### src/design/int_pkg.sv
package int_pkg;

  // Address and data path width.
  localparam int addr_w = 32;

  // Vector number width.
  localparam int vec_w = 8;

  localparam int sel_w = 16;  // Code segment selector.

  // Gate entry is two words.
  localparam int gate_bytes = 8;
  localparam int hi_word = 4;  // Byte offset of the selector word.

  // Codes 010 and 110 are unused and fall back to IDLE.
  typedef enum logic [2:0] {
    IDLE    = 3'b000,
    FLUSH   = 3'b001,
    CAPTURE = 3'b100,
    READ_LO = 3'b011,
    READ_HI = 3'b101,
    LOAD    = 3'b111
  } int_state_t;

  // One bit per pipeline stage, fetch first.
  typedef struct packed {
    logic fetch;
    logic dec_0;
    logic dec_1;
    logic reg_rd;
    logic addr;
    logic ex;
    logic wb;
  } flush_t;

  typedef struct packed {
    logic [addr_w-1:0] offset;   // Low word of the gate.
    logic [sel_w-1:0]  selector; // High word, bits 15:0.
  } gate_t;

  // Return point of the interrupted code.
  typedef struct packed {
    logic [addr_w-1:0] eip;
    logic [sel_w-1:0]  cs;
  } frame_t;

  localparam flush_t flush_none = '0;
  localparam flush_t flush_all = '1;

endpackage

### src/design/int_pending.sv
`timescale 1ns/1ps

module int_pending #(
  parameter int NUM_LINES = 8,
  parameter int VEC_BASE  = 32
) (
  input  logic                      clk,
  input  logic                      rst_n,
  input  logic [NUM_LINES-1:0]      int_line,
  input  logic                      int_clear,
  input  logic                      lock,
  output logic                      pending,
  output logic [int_pkg::vec_w-1:0] vector,
  output logic [NUM_LINES-1:0]      line_sel
);

  import int_pkg::*;

  logic [NUM_LINES-1:0] pend_q;
  logic [NUM_LINES-1:0] sel_q;
  logic [NUM_LINES-1:0] pri_sel;
  logic [NUM_LINES-1:0] clr_mask;
  logic [vec_w-1:0]     line_idx;

  // Lowest set bit wins.
  assign pri_sel = pend_q & (~pend_q + NUM_LINES'(1));

  assign line_sel = lock ? sel_q : pri_sel; // Frozen for the whole entry.
  assign pending = |pend_q;
  assign clr_mask = int_clear ? sel_q : '0;

  always_ff @(posedge clk) begin
    if (!rst_n) begin
      pend_q <= '0;
      sel_q  <= '0;
    end else begin
      // A line still held high sets its bit again.
      pend_q <= (pend_q & ~clr_mask) | int_line;
      if (!lock) begin
        sel_q <= pri_sel;
      end
    end
  end

  always_comb begin
    line_idx = '0;
    for (int i = 0; i < NUM_LINES; i++) begin
      if (line_sel[i]) begin
        line_idx = vec_w'(i);
      end
    end
  end

  assign vector = vec_w'(VEC_BASE) + line_idx;

  a_sel_onehot: assert property (@(posedge clk) disable iff (!rst_n)
    pending |-> $onehot(line_sel));

endmodule

### src/design/int_seq_ctrl.sv
`timescale 1ns/1ps

module int_seq_ctrl (
  input  logic            clk,
  input  logic            rst_n,
  input  logic            pending,
  input  logic            mem_ready,
  output int_pkg::flush_t flush,
  output logic            mem_valid,
  output logic            addrp1,
  output logic            capture_bottom_eip,
  output logic            reg_load_cs,
  output logic            fetch_load,
  output logic            int_clear,
  output logic            busy
);

  import int_pkg::*;

  int_state_t state_q;
  int_state_t state_d;

  always_ff @(posedge clk) begin
    if (!rst_n) begin
      state_q <= IDLE;
    end else begin
      state_q <= state_d;
    end
  end

  always_comb begin
    state_d = state_q;
    case (state_q)
      IDLE: begin
        if (pending) begin
          state_d = FLUSH;
        end
      end
      FLUSH:   state_d = CAPTURE;
      CAPTURE: state_d = READ_LO;
      READ_LO: begin
        if (mem_ready) begin
          state_d = READ_HI;
        end
      end
      READ_HI: begin
        if (mem_ready) begin
          state_d = LOAD;
        end
      end
      LOAD:    state_d = IDLE;
      default: state_d = IDLE;
    endcase
  end

  // Output decode, current state only.
  always_comb begin
    flush              = flush_none;
    mem_valid          = 1'b0;
    addrp1             = 1'b0;
    capture_bottom_eip = 1'b0;
    reg_load_cs        = 1'b0;
    fetch_load         = 1'b0;
    int_clear          = 1'b0;
    busy               = 1'b0;
    case (state_q)
      FLUSH: begin
        flush = flush_all;
        busy  = 1'b1;
      end
      CAPTURE: begin
        flush.fetch        = 1'b1;
        capture_bottom_eip = 1'b1;
        busy               = 1'b1;
      end
      READ_LO: begin
        flush.fetch = 1'b1; // Keep fetch quiet during the gate reads.
        mem_valid   = 1'b1;
        busy        = 1'b1;
      end
      READ_HI: begin
        flush.fetch = 1'b1;
        mem_valid   = 1'b1;
        addrp1      = 1'b1;
        busy        = 1'b1;
      end
      LOAD: begin
        fetch_load  = 1'b1;
        reg_load_cs = 1'b1;
        int_clear   = 1'b1;
        busy        = 1'b1;
      end
      default: begin
        busy = 1'b0;  // IDLE and the spare codes.
      end
    endcase
  end

  a_load_after_hi: assert property (@(posedge clk) disable iff (!rst_n)
    fetch_load |-> $past(state_q) == READ_HI);

  // First busy cycle is the full flush, with no memory request.
  a_no_mem_in_flush: assert property (@(posedge clk) disable iff (!rst_n)
    $rose(busy) |-> flush == flush_all && !mem_valid);

endmodule

### src/design/int_frame_unit.sv
`timescale 1ns/1ps

module int_frame_unit #(
  parameter logic [int_pkg::addr_w-1:0] IDT_BASE = 32'h0000_1000
) (
  input  logic                       clk,
  input  logic                       rst_n,
  input  logic [int_pkg::vec_w-1:0]  vector,
  input  logic                       mem_valid,
  input  logic                       addrp1,
  input  logic                       mem_ready,
  input  logic [int_pkg::addr_w-1:0] mem_rdata,
  input  logic                       capture_bottom_eip,
  input  logic [int_pkg::addr_w-1:0] bottom_eip,
  input  logic [int_pkg::sel_w-1:0]  cur_cs,
  input  logic                       reg_load_cs,
  output logic [int_pkg::addr_w-1:0] mem_addr,
  output logic [int_pkg::addr_w-1:0] new_eip,
  output logic [int_pkg::sel_w-1:0]  new_cs,
  output int_pkg::frame_t            ret_frame
);

  import int_pkg::*;

  gate_t             gate_q;
  logic [addr_w-1:0] eip_q;
  logic [sel_w-1:0]  cs_q;
  logic              xfer;

  // Gate sits at IDT_BASE + vector * 8, selector word 4 bytes on.
  assign mem_addr = IDT_BASE + addr_w'(vector) * addr_w'(gate_bytes)
                  + (addrp1 ? addr_w'(hi_word) : '0);

  assign xfer = mem_valid && mem_ready;

  always_ff @(posedge clk) begin
    if (xfer) begin
      if (addrp1) begin
        gate_q.selector <= mem_rdata[sel_w-1:0];
      end else begin
        gate_q.offset <= mem_rdata;
      end
    end
  end

  always_ff @(posedge clk) begin
    if (capture_bottom_eip) begin
      ret_frame.eip <= bottom_eip;
      ret_frame.cs  <= cur_cs;
    end
  end

  // Fetch target, held after the load cycle.
  always_ff @(posedge clk) begin
    if (!rst_n) begin
      eip_q <= '0;
      cs_q  <= '0;
    end else if (reg_load_cs) begin
      eip_q <= gate_q.offset;
      cs_q  <= gate_q.selector;
    end
  end

  // Gate goes straight out in the load cycle itself.
  assign new_eip = reg_load_cs ? gate_q.offset : eip_q;
  assign new_cs = reg_load_cs ? gate_q.selector : cs_q;

  a_addr_stable: assert property (@(posedge clk) disable iff (!rst_n)
    (mem_valid && !mem_ready) |=> (mem_valid && $stable(mem_addr)));

endmodule

### src/design/int_entry.sv
`timescale 1ns/1ps

module int_entry #(
  parameter int                         NUM_LINES = 8,
  parameter int                         VEC_BASE  = 32,
  parameter logic [int_pkg::addr_w-1:0] IDT_BASE  = 32'h0000_1000
) (
  input  logic                       clk,
  input  logic                       rst_n,
  input  logic [NUM_LINES-1:0]       int_line,
  input  logic [int_pkg::addr_w-1:0] bottom_eip,
  input  logic [int_pkg::sel_w-1:0]  cur_cs,
  input  logic [int_pkg::addr_w-1:0] mem_rdata,
  input  logic                       mem_ready,
  output int_pkg::flush_t            flush,
  output logic                       mem_valid,
  output logic [int_pkg::addr_w-1:0] mem_addr,
  output logic                       fetch_load,
  output logic [int_pkg::addr_w-1:0] new_eip,
  output logic [int_pkg::sel_w-1:0]  new_cs,
  output int_pkg::frame_t            ret_frame,
  output logic                       int_ack,
  output logic [int_pkg::vec_w-1:0]  ack_vector,
  output logic                       busy
);

  import int_pkg::*;

  logic                 pending;
  logic [vec_w-1:0]     vector;
  logic                 int_clear;
  logic                 addrp1;
  logic                 capture_bottom_eip;
  logic                 reg_load_cs;

  int_pending #(
    .NUM_LINES(NUM_LINES),
    .VEC_BASE (VEC_BASE)
  ) int_pending_i (
    .clk      (clk),
    .rst_n    (rst_n),
    .int_line (int_line),
    .int_clear(int_clear),
    .lock     (busy),
    .pending  (pending),
    .vector   (vector),
    .line_sel ()
  );

  int_seq_ctrl int_seq_ctrl_i (
    .clk               (clk),
    .rst_n             (rst_n),
    .pending           (pending),
    .mem_ready         (mem_ready),
    .flush             (flush),
    .mem_valid         (mem_valid),
    .addrp1            (addrp1),
    .capture_bottom_eip(capture_bottom_eip),
    .reg_load_cs       (reg_load_cs),
    .fetch_load        (fetch_load),
    .int_clear         (int_clear),
    .busy              (busy)
  );

  int_frame_unit #(
    .IDT_BASE(IDT_BASE)
  ) int_frame_unit_i (
    .clk               (clk),
    .rst_n             (rst_n),
    .vector            (vector),
    .mem_valid         (mem_valid),
    .addrp1            (addrp1),
    .mem_ready         (mem_ready),
    .mem_rdata         (mem_rdata),
    .capture_bottom_eip(capture_bottom_eip),
    .bottom_eip        (bottom_eip),
    .cur_cs            (cur_cs),
    .reg_load_cs       (reg_load_cs),
    .mem_addr          (mem_addr),
    .new_eip           (new_eip),
    .new_cs            (new_cs),
    .ret_frame         (ret_frame)
  );

  assign int_ack = int_clear;  // Same strobe as the pending clear.
  assign ack_vector = vector;

endmodule

### config.mk
export PLATFORM = sky130hd
export DESIGN_NAME = int_entry
export DESIGN_NICKNAME = d
export VERILOG_FILES = /design/src/design/int_pkg.sv /design/src/design/int_pending.sv /design/src/design/int_seq_ctrl.sv /design/src/design/int_frame_unit.sv /design/src/design/int_entry.sv
export SDC_FILE = /design/constraint.sdc
export NUM_CORES = 1
export LEC_CHECK = 0
export ABC_AREA = 1
export BUFFER_PORTS_ARGS = -buffer_cell sky130_fd_sc_hd__buf_2
export CAP_MARGIN = 15
export CELL_PAD_IN_SITES_DETAIL_PLACEMENT = 1
export CELL_PAD_IN_SITES_GLOBAL_PLACEMENT = 1
export CORE_ASPECT_RATIO = 1.5
export CORE_UTILIZATION = 40
export DETAILED_ROUTE_END_ITERATION = 10
export GPL_ROUTABILITY_DRIVEN = 0
export PLACE_DENSITY_LB_ADDON = 0.25
export SLEW_MARGIN = 5
export SYNTH_ARGS = -nofsm -noshare
export SYNTH_HDL_FRONTEND = slang
export SYNTH_SLANG_ARGS = --single-unit
### constraint.sdc
create_clock -name clk -period 8.6 [get_ports clk]
set_clock_uncertainty 0.05 [all_clocks]
set_input_delay 0.43 -clock clk [delete_from_list [all_inputs] [get_ports clk]]
set_output_delay 0.43 -clock clk [all_outputs]
set_load 0.1 [all_outputs]
== Word-level counts from Yosys, hierarchy flattened ==
Cells that the tools add are included.

* Equal/unequal tests: 8
* Bitwise operators: 6
* Add/subtract/negate cells: 4
* Reduce and logical (&&, ||, !) cells: 9
* Mux-type cells: 23

{| class="wikitable"
|+ Operators by type and width
! cell !! number
|-
| adder 32 bit || 1
|-
| 2-to-1 mux 32 bit || 1
|-
| 2-to-1 mux 3 bit || 8
|-
| bitwise AND 8 bit || 2
|-
| 2-to-1 mux 16 bit || 1
|-
| 2-to-1 mux 8 bit || 2
|-
| NOT 8 bit || 2
|-
| case mux 3 bit (5 select lines) || 1
|-
| adder 13 x 10 -> 14 bit (first input constant) || 1
|-
| == test 3 bit (second input constant) || 3
|-
| adder 8 x 1 -> 8 bit (second input constant) || 1
|-
| bitwise OR 8 bit || 1
|-
| OR reduction 8 bit || 1
|-
| adder 6 x 3 -> 7 bit (first input constant) || 1
|-
| 2-to-1 mux 1 bit || 7
|-
| 2-to-1 mux 6 bit || 1
|-
| != test 2 bit (second input constant) || 3
|-
| OR reduction 5 bit || 1
|-
| 2-to-1 mux 2 bit || 2
|-
| AND reduction 2 bit || 2
|-
| OR reduction 4 bit || 1
|-
| == test 3 x 1 -> 1 bit (second input constant) || 1
|-
| == test 3 x 2 -> 1 bit (second input constant) || 1
|-
| zero test 3 bit || 1
|-
| 4 further kinds || 4
|}

* Output and inout port bits: 147
* Bits of input ports: 91
* Logic and storage cells: 60
* Bits in registers: 163

== Depth between registers and ports, before layout ==
Gate-level depths: netlist of run 1.

* Word-level depth: 14
* Mapped depth: 12
* Depth with buffers taken out: 11

== Modules after synthesis ==
Synthesis of run 1 repeated with hierarchy kept, for this count alone.

* Cell total of the unflattened synthesis: 696
* Area, all modules: 6497.5 um^2

{| class="wikitable"
|+ Modules (own cells, without submodules)
! module !! cells each !! times used !! area an instance (um^2) !! seq. area each (um^2)
|-
| int_frame_unit || 535 || 1 || 5451.5 || 3843.7
|-
| int_pending || 123 || 1 || 798.3 || 320.3
|-
| int_seq_ctrl || 38 || 1 || 247.7 || 60.1
|}

== Least setup slack after synthesis of run 1 ==
OpenSTA, ideal clock, no wires.

* Path kind: register to output
* Start point: register int_seq_ctrl_i.state_q[0]
* End point: output flush[1] in the netlist's numbering
* Data arrival time: 3.429 ns
* Path buffers: 2
* Required time: 8.120 ns
* Stages on the path, launching flop included: 5
* Setup slack: 4.691 ns
* Cell sequence: dfxtp_1 > buf_4 > inv_2 > nor3_1 > buf_4

{| class="wikitable"
|+ RTL lines
! element !! line !! source
|-
| start, declared || int_seq_ctrl.sv:20 || <nowiki>int_state_t state_q;</nowiki>
|-
| start signal, assigned || int_seq_ctrl.sv:27 || <nowiki>state_q <= state_d;</nowiki>
|-
| end, declared || int_entry.sv:15 || <nowiki>output int_pkg::flush_t flush,</nowiki>
|}

== Worst setup path in the final report of run 1 ==
* Start point: register int_seq_ctrl_i.state_q[0]
* End point: output new_cs[3] in the netlist's numbering

* Longest elaborated chain between the ends: 3

{| class="wikitable"
|+ Ends and longest elaborated chain
! element !! line !! source
|-
| == test 3 bit || int_seq_ctrl.sv:66 || <nowiki>case (state_q)</nowiki>
|-
| 2-to-1 mux 1 bit || int_seq_ctrl.sv:66 ||
|-
| 2-to-1 mux 16 bit || int_frame_unit.sv:66 || <nowiki>assign new_cs = reg_load_cs ? gate_q.selector : cs_q;</nowiki>
|-
| end, declared || int_entry.sv:20 || <nowiki>output logic [int_pkg::sel_w-1:0] new_cs,</nowiki>
|}

No other way between the ends.

==> impl_results.md, run 1 <==
- Unrepaired setup endpoints after global routing: false
- Synth top area share: 0.4445
- Initial antenna violation count: 0
- CTS tree: built
- Fin nets: between 800 and 900
- DIE HEIGHT: around 160 um
- Synthesis-stage register bit count: between 150 and 200
- Sequential-to-total area share from yosys stat: 0.6514
- Syn Inst Count: about 600
- DR pass1 iterations: 4
- Num rows: 56
- Slew headroom: 0.2974
- Peak VDD IR: 0.1237 mV
- Root buf cell: clkbuf_16
- Clk buf depth: 2
- Drt drc: 0
- Startpoint types: flip-flop
- Clk pwr share: 0.357
- Htree depth: 4
- Power Density: around 260 mW/mm2
- Worst hold slack: about 0.13 ns
- Area of the core: around 0.016 mm2
- Pint: 1.310 mW
- Pin count of the biggest net entering global routing: 89
- Initial Util: 0.4113
- Setup TNS: 0 ns
- Initial DRC count: ~130
- Syn-to-layout area delta: 24.33%
- Grt total ovfl: 0
- R2R setup slack: 6.00 ns
- Count of cell types in the netlist: 28
- Final core utilization: 0.5114
- Net switching power figure: approximately 780 uW
- Comb power frac: 0.225
- Area leader, netlist: edfxtp_1
- Postcts setup bufs: 0
- Hold_buf cts: 0
- Clk sinks: ~160
- Critical Path Fanout Max: about 90
- Max-cap violations: 0
- Final clock period utilization by the worst path: 0.4372
- Worst slew pin tran: around 1.1 ns
- Total leakage power: 3.764 nW
- Worst Setup End Kind: primary output
- CP Class: reg2out
- Final slew viol count: 0
- Avg Vias per Cell: between 4 and 5
- Clock Latency Late Sink: around 0.42 ns
- Worst path arrival time: 3.28 ns
- Vias in the first global route: around 4600
- Sequential power share: 0.418
- Sw frac: 0.3730
- Post-Route WL: 15.34 mm
- Hpwl dp: between 10 and 15 mm
- WL/cell: around 15 um
- Vias: ~4600
- Syn Area/Cell: 10.97 um2
- Required @ worst endpoint: between 8 and 9 ns
- DRT antenna net count: 0
- Status: finished, final reports clean
- TritonCTS Buffers: 17
- Mapped cell area: about 0.0065 mm2
- GR Util All Layers: 0.1853
- Die area: roughly 0.017 mm2
- Synth area leaders: edfxtp_1, dfxtp_1, inv_1
- Clk slew on worst S/H paths: roughly 0.070 ns
- Synth warn: 0
- Antenna fix cells: 0
- Max Clk Rate: roughly 270 MHz
- Final Hold Violating Endpoints: 0
- Setup-failing EPs final: 0
- Buffers on Ports: just over 200
- Ports: ~240
- Worst min path class: in2reg
- Die Wd: 106.0 um
- Min Tclk post-route: about 3.8 ns
- Share of post-route cells with drive strength above 1: 0.3489
- First-pass GRT wire length: 23.58 mm
- Post-cts sizing count: 0
-- final timing paths --
kind	end	cells past startpoint	start
setup / recovery	new_cs[3]	7	int_seq_ctrl_i.state_q[0]
hold / removal	int_frame_unit_i.ret_frame[17]	1	bottom_eip[1]
setup reg to reg	int_frame_unit_i.cs_q[13]	6	int_seq_ctrl_i.state_q[0]
hold reg to reg	int_pending_i.sel_q[1]	2	int_pending_i.sel_q[1]
-- cells by family after synthesis --
kind of cell           count (synthesis)  synth area share
buffers and inverters                184            0.1364
flip-flops                           163            0.6514
AND/OR/NAND/NOR                      125           0.09782
AO/OA/AOI/OAI                        117            0.1133
other                                  2          0.001158
-- synthesized netlist by cell type --
master	count
o21ai_1	1
nor4_1	1
a21oi_1	60
nand3_2	1
a22oi_2	1
dfxtp_1	67
nor3_1	3
a21oi_4	1
edfxtp_1	96
nor2_1	32
a21boi_2	1
or2_1	26
conb_1	2
buf_4	47
nand2_4	2
or2_2	22
clkbuf_1	5
inv_1	113
nand4_1	1
o21ai_0	4
a211oi_1	48
buf_1	1
nand2_1	27
nand3_1	8
a21oi_2	1
nand2_2	2
inv_2	4
buf_2	14
-- placed cells by master (no fill, tap or decap), types with 26 or more instances in the layout --
cell,count
a21oi_1,60
a211oi_1,48
or2_1,26
nor2_1,29
dfxtp_1,67
inv_1,113
nand2_1,27
edfxtp_1,96
conb_1,33
buf_2,204
-- state kept, by name, indices dropped and copies added, names as in the netlist --
name,flops
int_pending_i.sel_q,8
int_frame_unit_i.gate_q,48
int_pending_i.pend_q,8
int_frame_unit_i.ret_frame,48
int_frame_unit_i.eip_q,32
int_seq_ctrl_i.state_q,3
int_frame_unit_i.cs_q,16
-- per-stage QoR --
stage | worst slack [ns] | power, mW | instance area, um2 | instances
after detailed placement | 5.287 | 1.364 | 7473 | 965
after CTS | 4.827 | 2.108 | 8063 | 997
after floorplan | 4.691 | 1.310 | 6601 | 622
final | 4.840 | 2.090 | 8063 | 997
after global placement | 5.406 | 1.356 | 7473 | 965
after global routing | 4.598 | 2.158 | 8063 | 997
-- routing by layer --
metal	GRT usage	wire length, um
met5	0	0
met4	0.05556	172
met3	0.03952	668
met2	0.3632	8661
met1	0.1955	5835
-- final cells by class --
type,count,area [um2]
Inverter,117,441.7
Clock inverter,15,163.9
Timing Repair Buffer,207,1044
Multi-Input combinational cell,275,1510
Tap cell,203,254.0
Sequential cell,163,4224
Fill cell,1800,7702
Clock buffer,17,425.4
-- power by group through the flow --
stage          registers (mW)  logic [mW]  clock network [mW]
2_1_floorplan           0.986       0.325                   0
3_3_place_gp            0.889       0.468                   0
3_5_place_dp            0.891       0.473                   0
4_1_cts                 0.873       0.474               0.761
5_1_grt                 0.876       0.489               0.793
6_report                0.873       0.470               0.746
-- critical path, stage by stage (launching register included) --
cell	delay [ns]
dfxtp_1	0.59
nand3_2	0.18
inv_4	0.43
buf_4	0.70
or2_2	0.22
inv_1	0.05
a21oi_1	0.16
buf_2	0.46
(Power assumes the default switching activity.)
==> inputs of run 2 (changes only) <==
--- a/config.mk
+++ b/config.mk
@@ -5,13 +5,13 @@
 export SDC_FILE = /design/constraint.sdc
 export NUM_CORES = 1
 export LEC_CHECK = 0
-export ABC_AREA = 1
+export ABC_AREA = 0
 export BUFFER_PORTS_ARGS = -buffer_cell sky130_fd_sc_hd__buf_2
 export CAP_MARGIN = 15
 export CELL_PAD_IN_SITES_DETAIL_PLACEMENT = 1
 export CELL_PAD_IN_SITES_GLOBAL_PLACEMENT = 1
 export CORE_ASPECT_RATIO = 1.5
-export CORE_UTILIZATION = 40
+export CORE_UTILIZATION = 33
 export DETAILED_ROUTE_END_ITERATION = 10
 export GPL_ROUTABILITY_DRIVEN = 0
 export PLACE_DENSITY_LB_ADDON = 0.25
==> constraint.sdc (replaced) <==
create_clock -name clk -period 3.4 [get_ports clk]
set_clock_uncertainty 0.05 [all_clocks]
set_input_delay 0.17 -clock clk [delete_from_list [all_inputs] [get_ports clk]]
set_output_delay 0.17 -clock clk [all_outputs]
set_load 0.1 [all_outputs]
==> impl_results.md, run 2 <==
- Most frequent cells in the layout: buf_2, nand2_1, edfxtp_1
- Initial DRC count: 146 (+13%)
- Pin count of the biggest net entering global routing: 68 (-24%)
- Fraction of registers with async set/reset: 0 (unchanged)
- Worst path cell trace: nand3_2, inv_2, buf_4, nand2_1, nand2_1, buf_2
- Final clock period utilization by the worst path: 0.8345
- RR Startpoint: int_seq_ctrl_i.state_q[0]
- Slowest cell on crit path: dfxtp_1
- Power Density: 570.6 mW/mm2 (+120%)
- Synthesis-stage register bit count: 163 (unchanged)
- Cell mode on critical path: nand2_1
- TritonCTS Buffers: 17 (unchanged)
- Final slew viol count: 0 (unchanged)
- Unrepaired setup endpoints after global routing: false
- Critical Path Fanout Max: 29 (-67%)
- Initial antenna violation count: 0 (unchanged)
- Ports: 238 (unchanged)
- Area of the core: 0.01794 mm2 (+14%)
- R2R setup slack: 1.18 ns (-4.82 ns)
- Non-Filler Instances: 1034 (+3.7%)
- Max-cap violations: 0 (unchanged)
- Avg Vias per Cell: 4.401 (-4.2%)
- Grt total ovfl: 0 (unchanged)
- Max Clk Rate: ~350 MHz
- Placed insts: 914 (-5.3%)
- Commonest cells in the netlist: nand2_1, edfxtp_1, dfxtp_1
- Setup crit end: new_eip[28]
- Vias in the first global route: 4899 (+7.6%)
- Critical path buffers and inverters: 3 (-1)
- Sequential-to-total area share from yosys stat: 0.6975 (+0.04616)
- Worst min path class: in2reg
- Worst slew pin tran: 1.030 ns (-0.02172 ns)
- CTS tree: built
- Clock Latency Late Sink: 0.42 ns (about the same)
- CP max stage delay: 0.67 ns (-0.03 ns)
- Critical path startpoint: int_seq_ctrl_i.state_q[0]
- Total leakage power: 3.838 nW (+2.0%)
- Final core utilization: 0.4787 (-0.03270)
- Slew headroom: 0.3135 (+0.01614)
- DIE HEIGHT: 167.9 um (+6.3%)
- Synth area leaders: edfxtp_1, dfxtp_1, nand2_1
- Worst Setup End Kind: primary output
- Setup TNS: 0 ns (unchanged)
- DR pass1 iterations: 4 (unchanged)
- Top FF cell, synth: edfxtp_1
- First-pass GRT wire length: 25.10 mm (+6.4%)
- Syn Area/Cell: 11.67 um2 (+6.3%)
- Share of post-route cells with drive strength above 1: 0.3060 (-0.04287)
- Area leader, netlist: edfxtp_1
- Drt drc: 0 (unchanged)
- Hpwl dp: 10.75 mm (-3.4%)
- Die area: 0.01891 mm2 (+13%)
- Clk sinks: 163 (unchanged)
- DRT antenna net count: 0 (unchanged)
- Antenna fix cells: 0 (unchanged)
- Initial Util: 0.3375 (-0.07383)
- Count leader, synth: nand2_1
- Clk buf depth: 2 (unchanged)
- Min Tclk post-route: around 2.8 ns
- WL/cell: 15.45 um (+0.44%)
- Startpoint types: flip-flop
- Synth warn: 0 (unchanged)
- Count of cell types in the netlist: 39 (+39%)
- Required @ worst endpoint: 3.18 ns (-4.94 ns)
- Fin nets: 895 (+2.6%)
- Root buf cell: clkbuf_16
- Num rows: 60 (+7.1%)
- Vias: 4551 (-0.61%)
- Htree depth: 4 (unchanged)
- Commonest non-fill, non-tap cell in the layout: buf_2
- Synth top area share: 0.4760 (+0.03150)
- Setup-failing EPs final: 0 (unchanged)
- Worst hold slack: 0.07906 ns (-0.04786 ns)
- Die Wd: 112.6 um (+6.3%)
- CP Class: reg2out
- Reg2reg end: int_frame_unit_i.gate_q[41]
- GR Util All Layers: 0.1731 (-0.01218)
- Final Hold Violating Endpoints: 0 (unchanged)
- Buffers on Ports: 204 (unchanged)
- Worst R2R Path Depth: 3 (-3)
- Total Power: 4.901 mW (+130%)
- Status: finished, final reports clean
- Post-Route WL: 15.98 mm (+4.2%)
- Peak VDD IR: 0.3079 mV (+150%)
- Worst path arrival time: 2.62 ns (-0.66 ns)
- Post-synth EDFFs: 96 (unchanged)
- Syn Inst Count: 519 (-12%)
- Biggest regs: int_frame_unit_i.gate_q: 48 flops, int_frame_unit_i.ret_frame: 48 flops, int_frame_unit_i.eip_q: 32 flops
- Syn-to-layout area delta: 41.84%
- Delay-heaviest family, CP: buffers and inverters
- Mapped cell area: 0.006056 mm2 (-6.6%)
- Postcts setup bufs: 0 (unchanged)
- Levels on crit path: 6 (-1)
- Clk slew on worst S/H paths: 0.06 ns (about the same)
## run 2: cell count changes after synthesis, sizes merged, moves of 11 or more
cell	before	now
a211oi	48	1
a21oi	62	14
and2	0	49
buf	62	51
inv	117	6
nand2	31	159
nor2	32	10
nor2b	0	12
or2	48	0
## run 2: where the power goes
group | switching [mW] | total, mW | internal, mW | leakage [nW]
clock | 0.811 | 1.84 | 1.03 | 0.277
sequential | 0.0315 | 2.18 | 2.14 | 1.41
combinational | 0.710 | 0.886 | 0.176 | 2.15
## run 2: what timing repair did
item,in CTS,in global routing
hold endpoints to repair,104,0
gates resized for setup,0,0
hold buffers,88,0
## run 2: cell families (layout without fill, tap and decap cells)
logic type / after synthesis / after routing / synth area share
buffers and inverters: 69 / 336 / 0.07087
other: 2 / 33 / 0.001240
AND/OR/NAND/NOR: 251 / 251 / 0.1946
AO/OA/AOI/OAI: 34 / 34 / 0.03575
flip-flops: 163 / 163 / 0.6975
## run 2: tightest hold or removal path, delay by kind of cell
kind / cells / cell delay [ns]
simple gates: 1 / 0.12
compound gates: 1 / 0.08
buf+inv: 1 / 0.12
## run 2: metrics by stage
stage                     instance area (um2)  worst slack (ns)
after floorplan                          6186            0.2051
after global placement                   7137             1.107
after CTS                                8589            0.5089
final                                    8589            0.5627
after detailed placement                 7137            0.9686
after global routing                     8589            0.3610
## run 2: how the worst min path moves through the flow
stage	startpoint	endpoint	slack, ns	cells past startpoint
3_3_place_gp	mem_rdata[22]	int_frame_unit_i.gate_q[38]	0.30	1
5_1_grt	mem_ready	int_seq_ctrl_i.state_q[1]	0.09	3
4_1_cts	mem_ready	int_seq_ctrl_i.state_q[1]	0.07	3
6_report	mem_ready	int_seq_ctrl_i.state_q[1]	0.08	3
3_5_place_dp	mem_rdata[17]	int_frame_unit_i.gate_q[33]	0.30	1
2_1_floorplan	mem_rdata[0]	int_frame_unit_i.gate_q[0]	0.22	0
## run 2: layout make-up
cell class | instances | area, um2
Clock buffer | 17 | 425.4
Clock inverter | 15 | 146.4
Fill cell | 1981 | 9353
Inverter | 6 | 22.52
Multi-Input combinational cell | 318 | 1553
Sequential cell | 163 | 4224
Tap cell | 217 | 271.5
Timing Repair Buffer | 298 | 1947
## run 2: layer usage
metal,part of all wire,global-route usage,routed length (um)
met4,0.014,0.06087,221
met1,0.39,0.1772,6271
met5,0,0,0
met2,0.52,0.3282,8353
met3,0.071,0.05184,1133
==> inputs of run 3 (changes only) <==
==> constraint.sdc (replaced) <==
create_clock -name clk -period 2.6 [get_ports clk]
set_clock_uncertainty 0.05 [all_clocks]
set_input_delay 0.13 -clock clk [delete_from_list [all_inputs] [get_ports clk]]
set_output_delay 0.13 -clock clk [all_outputs]
set_load 0.1 [all_outputs]
==> impl_results.md, run 3 (synthesis gave the netlist of run 2 again) <==
- Clock Latency Late Sink: 0.42 ns (about the same)
- Share of post-route cells with drive strength above 1: 0.3150 (+0.009021)
- Drt drc: 0 (unchanged)
- Clk buf depth: 2 (unchanged)
- Worst hold start: rst_n
- FILL cells: 1895 (-4.3%)
- Initial DRC count: 156 (+6.8%)
- RR Startpoint: int_seq_ctrl_i.state_q[2]
- Die area: 0.01891 mm2 (unchanged)
- Total leakage power: 3.971 nW (+3.5%)
- WL/cell: 16.31 um (+5.5%)
- Worst min path class: in2reg
- Setup TNS: 0 ns (unchanged)
- Setup-failing EPs final: 0 (unchanged)
- Root buf cell: clkbuf_16
- Initial Util: 0.3375 (unchanged)
- Initial antenna violation count: 0 (unchanged)
- Buffers on Ports: 204 (unchanged)
- DRT antenna net count: 0 (unchanged)
- Hold Crit Depth: 3 (unchanged)
- Antenna fix cells: 0 (unchanged)
- Worst path arrival time: 2.33 ns (-0.29 ns)
- Most frequent cells in the layout: nand2_1, buf_2, edfxtp_1
- Hold EP: int_seq_ctrl_i.state_q[0]
- Area of the core: 0.01794 mm2 (unchanged)
- Worst Setup End Kind: primary output
- Die Wd: 112.6 um (unchanged)
- Postcts setup bufs: 0 (unchanged)
- Fin nets: 897 (+0.22%)
- Unrepaired setup endpoints after global routing: true
- Power Density: 695.1 mW/mm2 (+22%)
- Biggest regs: int_frame_unit_i.gate_q: 48 flops, int_frame_unit_i.ret_frame: 48 flops, int_frame_unit_i.eip_q: 32 flops
- Critical path startpoint: int_pending_i.pend_q[0]
- Fin area: 0.009395 mm2 (+9.4%)
- Worst R2R Path Depth: 3 (unchanged)
- Required @ worst endpoint: 2.42 ns (-0.76 ns)
- Worst Setup Slack, final: 0.08702 ns (-0.4757 ns)
- R2R setup slack: 0.88 ns (-0.30 ns)
- Status: finished, final reports clean
- Final core utilization: 0.5236 (+0.04491)
- Final clock period utilization by the worst path: 0.9665
- Total Power: 6.531 mW (+33%)
- Startpoint types: flip-flop
- Ports: 238 (unchanged)
- Peak VDD IR: 0.4820 mV (+57%)
- DR pass1 iterations: 4 (unchanged)
- GR Util All Layers: 0.1833 (+0.01023)
- Final slew viol count: 0 (unchanged)
- Placement Setup Slack: 0.5064 ns (-0.4622 ns)
- Slew headroom: 0.6022 (+0.2887)
- Critical Path Fanout Max: 7 (-76%)
- First-pass GRT wire length: 26.33 mm (+4.9%)
- Max-cap violations: 0 (unchanged)
- Final Hold Violating Endpoints: 0 (unchanged)
- Hpwl dp: 10.88 mm (+1.2%)
- CTS tree: built
- TritonCTS Buffers: 17 (unchanged)
- Area after DPL: 0.007905 mm2 (+11%)
- Avg Vias per Cell: 4.486 (+1.9%)
- CP Class: reg2out
- Post-Route WL: 16.89 mm (+5.7%)
- Htree depth: 4 (unchanged)
- Clk slew on worst S/H paths: 0.07 ns (about the same)
- Vias: 4648 (+2.1%)
- Num rows: 60 (unchanged)
- Pin count of the biggest net entering global routing: 68 (unchanged)
- Max Clk Rate: 397.9 MHz
- Worst slew pin tran: 0.5967 ns (-0.4330 ns)
- Min Tclk post-route: 2.513 ns
- Reg2reg end: int_frame_unit_i.ret_frame[6]
- Syn-to-layout area delta: 55.14%
- DIE HEIGHT: 167.9 um (unchanged)
- Grt total ovfl: 0 (unchanged)
- Vias in the first global route: 5008 (+2.2%)
- Commonest non-fill, non-tap cell in the layout: nand2_1
- Clk sinks: 163 (unchanged)
run 3: how the worst max path moves through the flow:
| stage | end | slack, ns | cells past startpoint |
|---|---|---|---|
| after global placement | mem_addr[5] | 0.58 | 5 |
| after global routing | mem_addr[5] | -0.04 | 5 |
| after CTS | mem_addr[4] | 0.04 | 5 |
| after detailed placement | mem_addr[3] | 0.51 | 6 |
| final | ack_vector[2] | 0.09 | 5 |
| after floorplan | mem_addr[5] | -0.27 | 4 |
run 3: cell type report:
| type | instances | area (um2) | share of cell area |
|---|---|---|---|
| clock buffer | 19 | 432.9 | 0.04608 |
| multi-input combinational | 318 | 1569 | 0.1670 |
| tap | 217 | 271.5 | 0.02890 |
| timing repair buffer | 300 | 2720 | 0.2895 |
| sequential | 163 | 4227 | 0.4499 |
| inverter | 6 | 26.28 | 0.002797 |
| clock inverter | 13 | 148.9 | 0.01585 |
run 3: worst max-delay path, cell delays in order (launching register included):
cell       delay [ns]
dfxtp_1          0.36
or4_4            0.58
nor3_4           0.21
a2bb2oi_1        0.14
o211ai_1         0.14
buf_2            0.48
run 3: through the flow:
step	hold slack, ns	instances
2_1_floorplan	0.1789	550
3_3_place_gp	0.2560	915
3_5_place_dp	0.2584	915
4_1_cts	0.3147	1036
5_1_grt	0.3488	1036
6_report	0.3219	1036
run 3: power by group:
group	total [mW]	internal, mW	switching (mW)	leakage [nW]
clock	2.49	1.43	1.06	0.275
sequential	2.85	2.81	0.0422	1.42
combinational	1.19	0.253	0.939	2.28
total	6.53	4.49	2.04	3.97
run 3: metal layers:
layer	wire length, um	GRT usage	up-vias
met5	0	0	-
met4	369	0.07942	0
met3	1309	0.05652	23
met2	9116	0.3449	195
met1	6097	0.1830	2212
li1	-	-	2218
run 3: repair_timing:
action	4_1_cts	5_1_grt
resized for setup	0	6
hold buffers	89	0
hold endpoints to repair	105	0
endpoints found under the setup margin	0	7
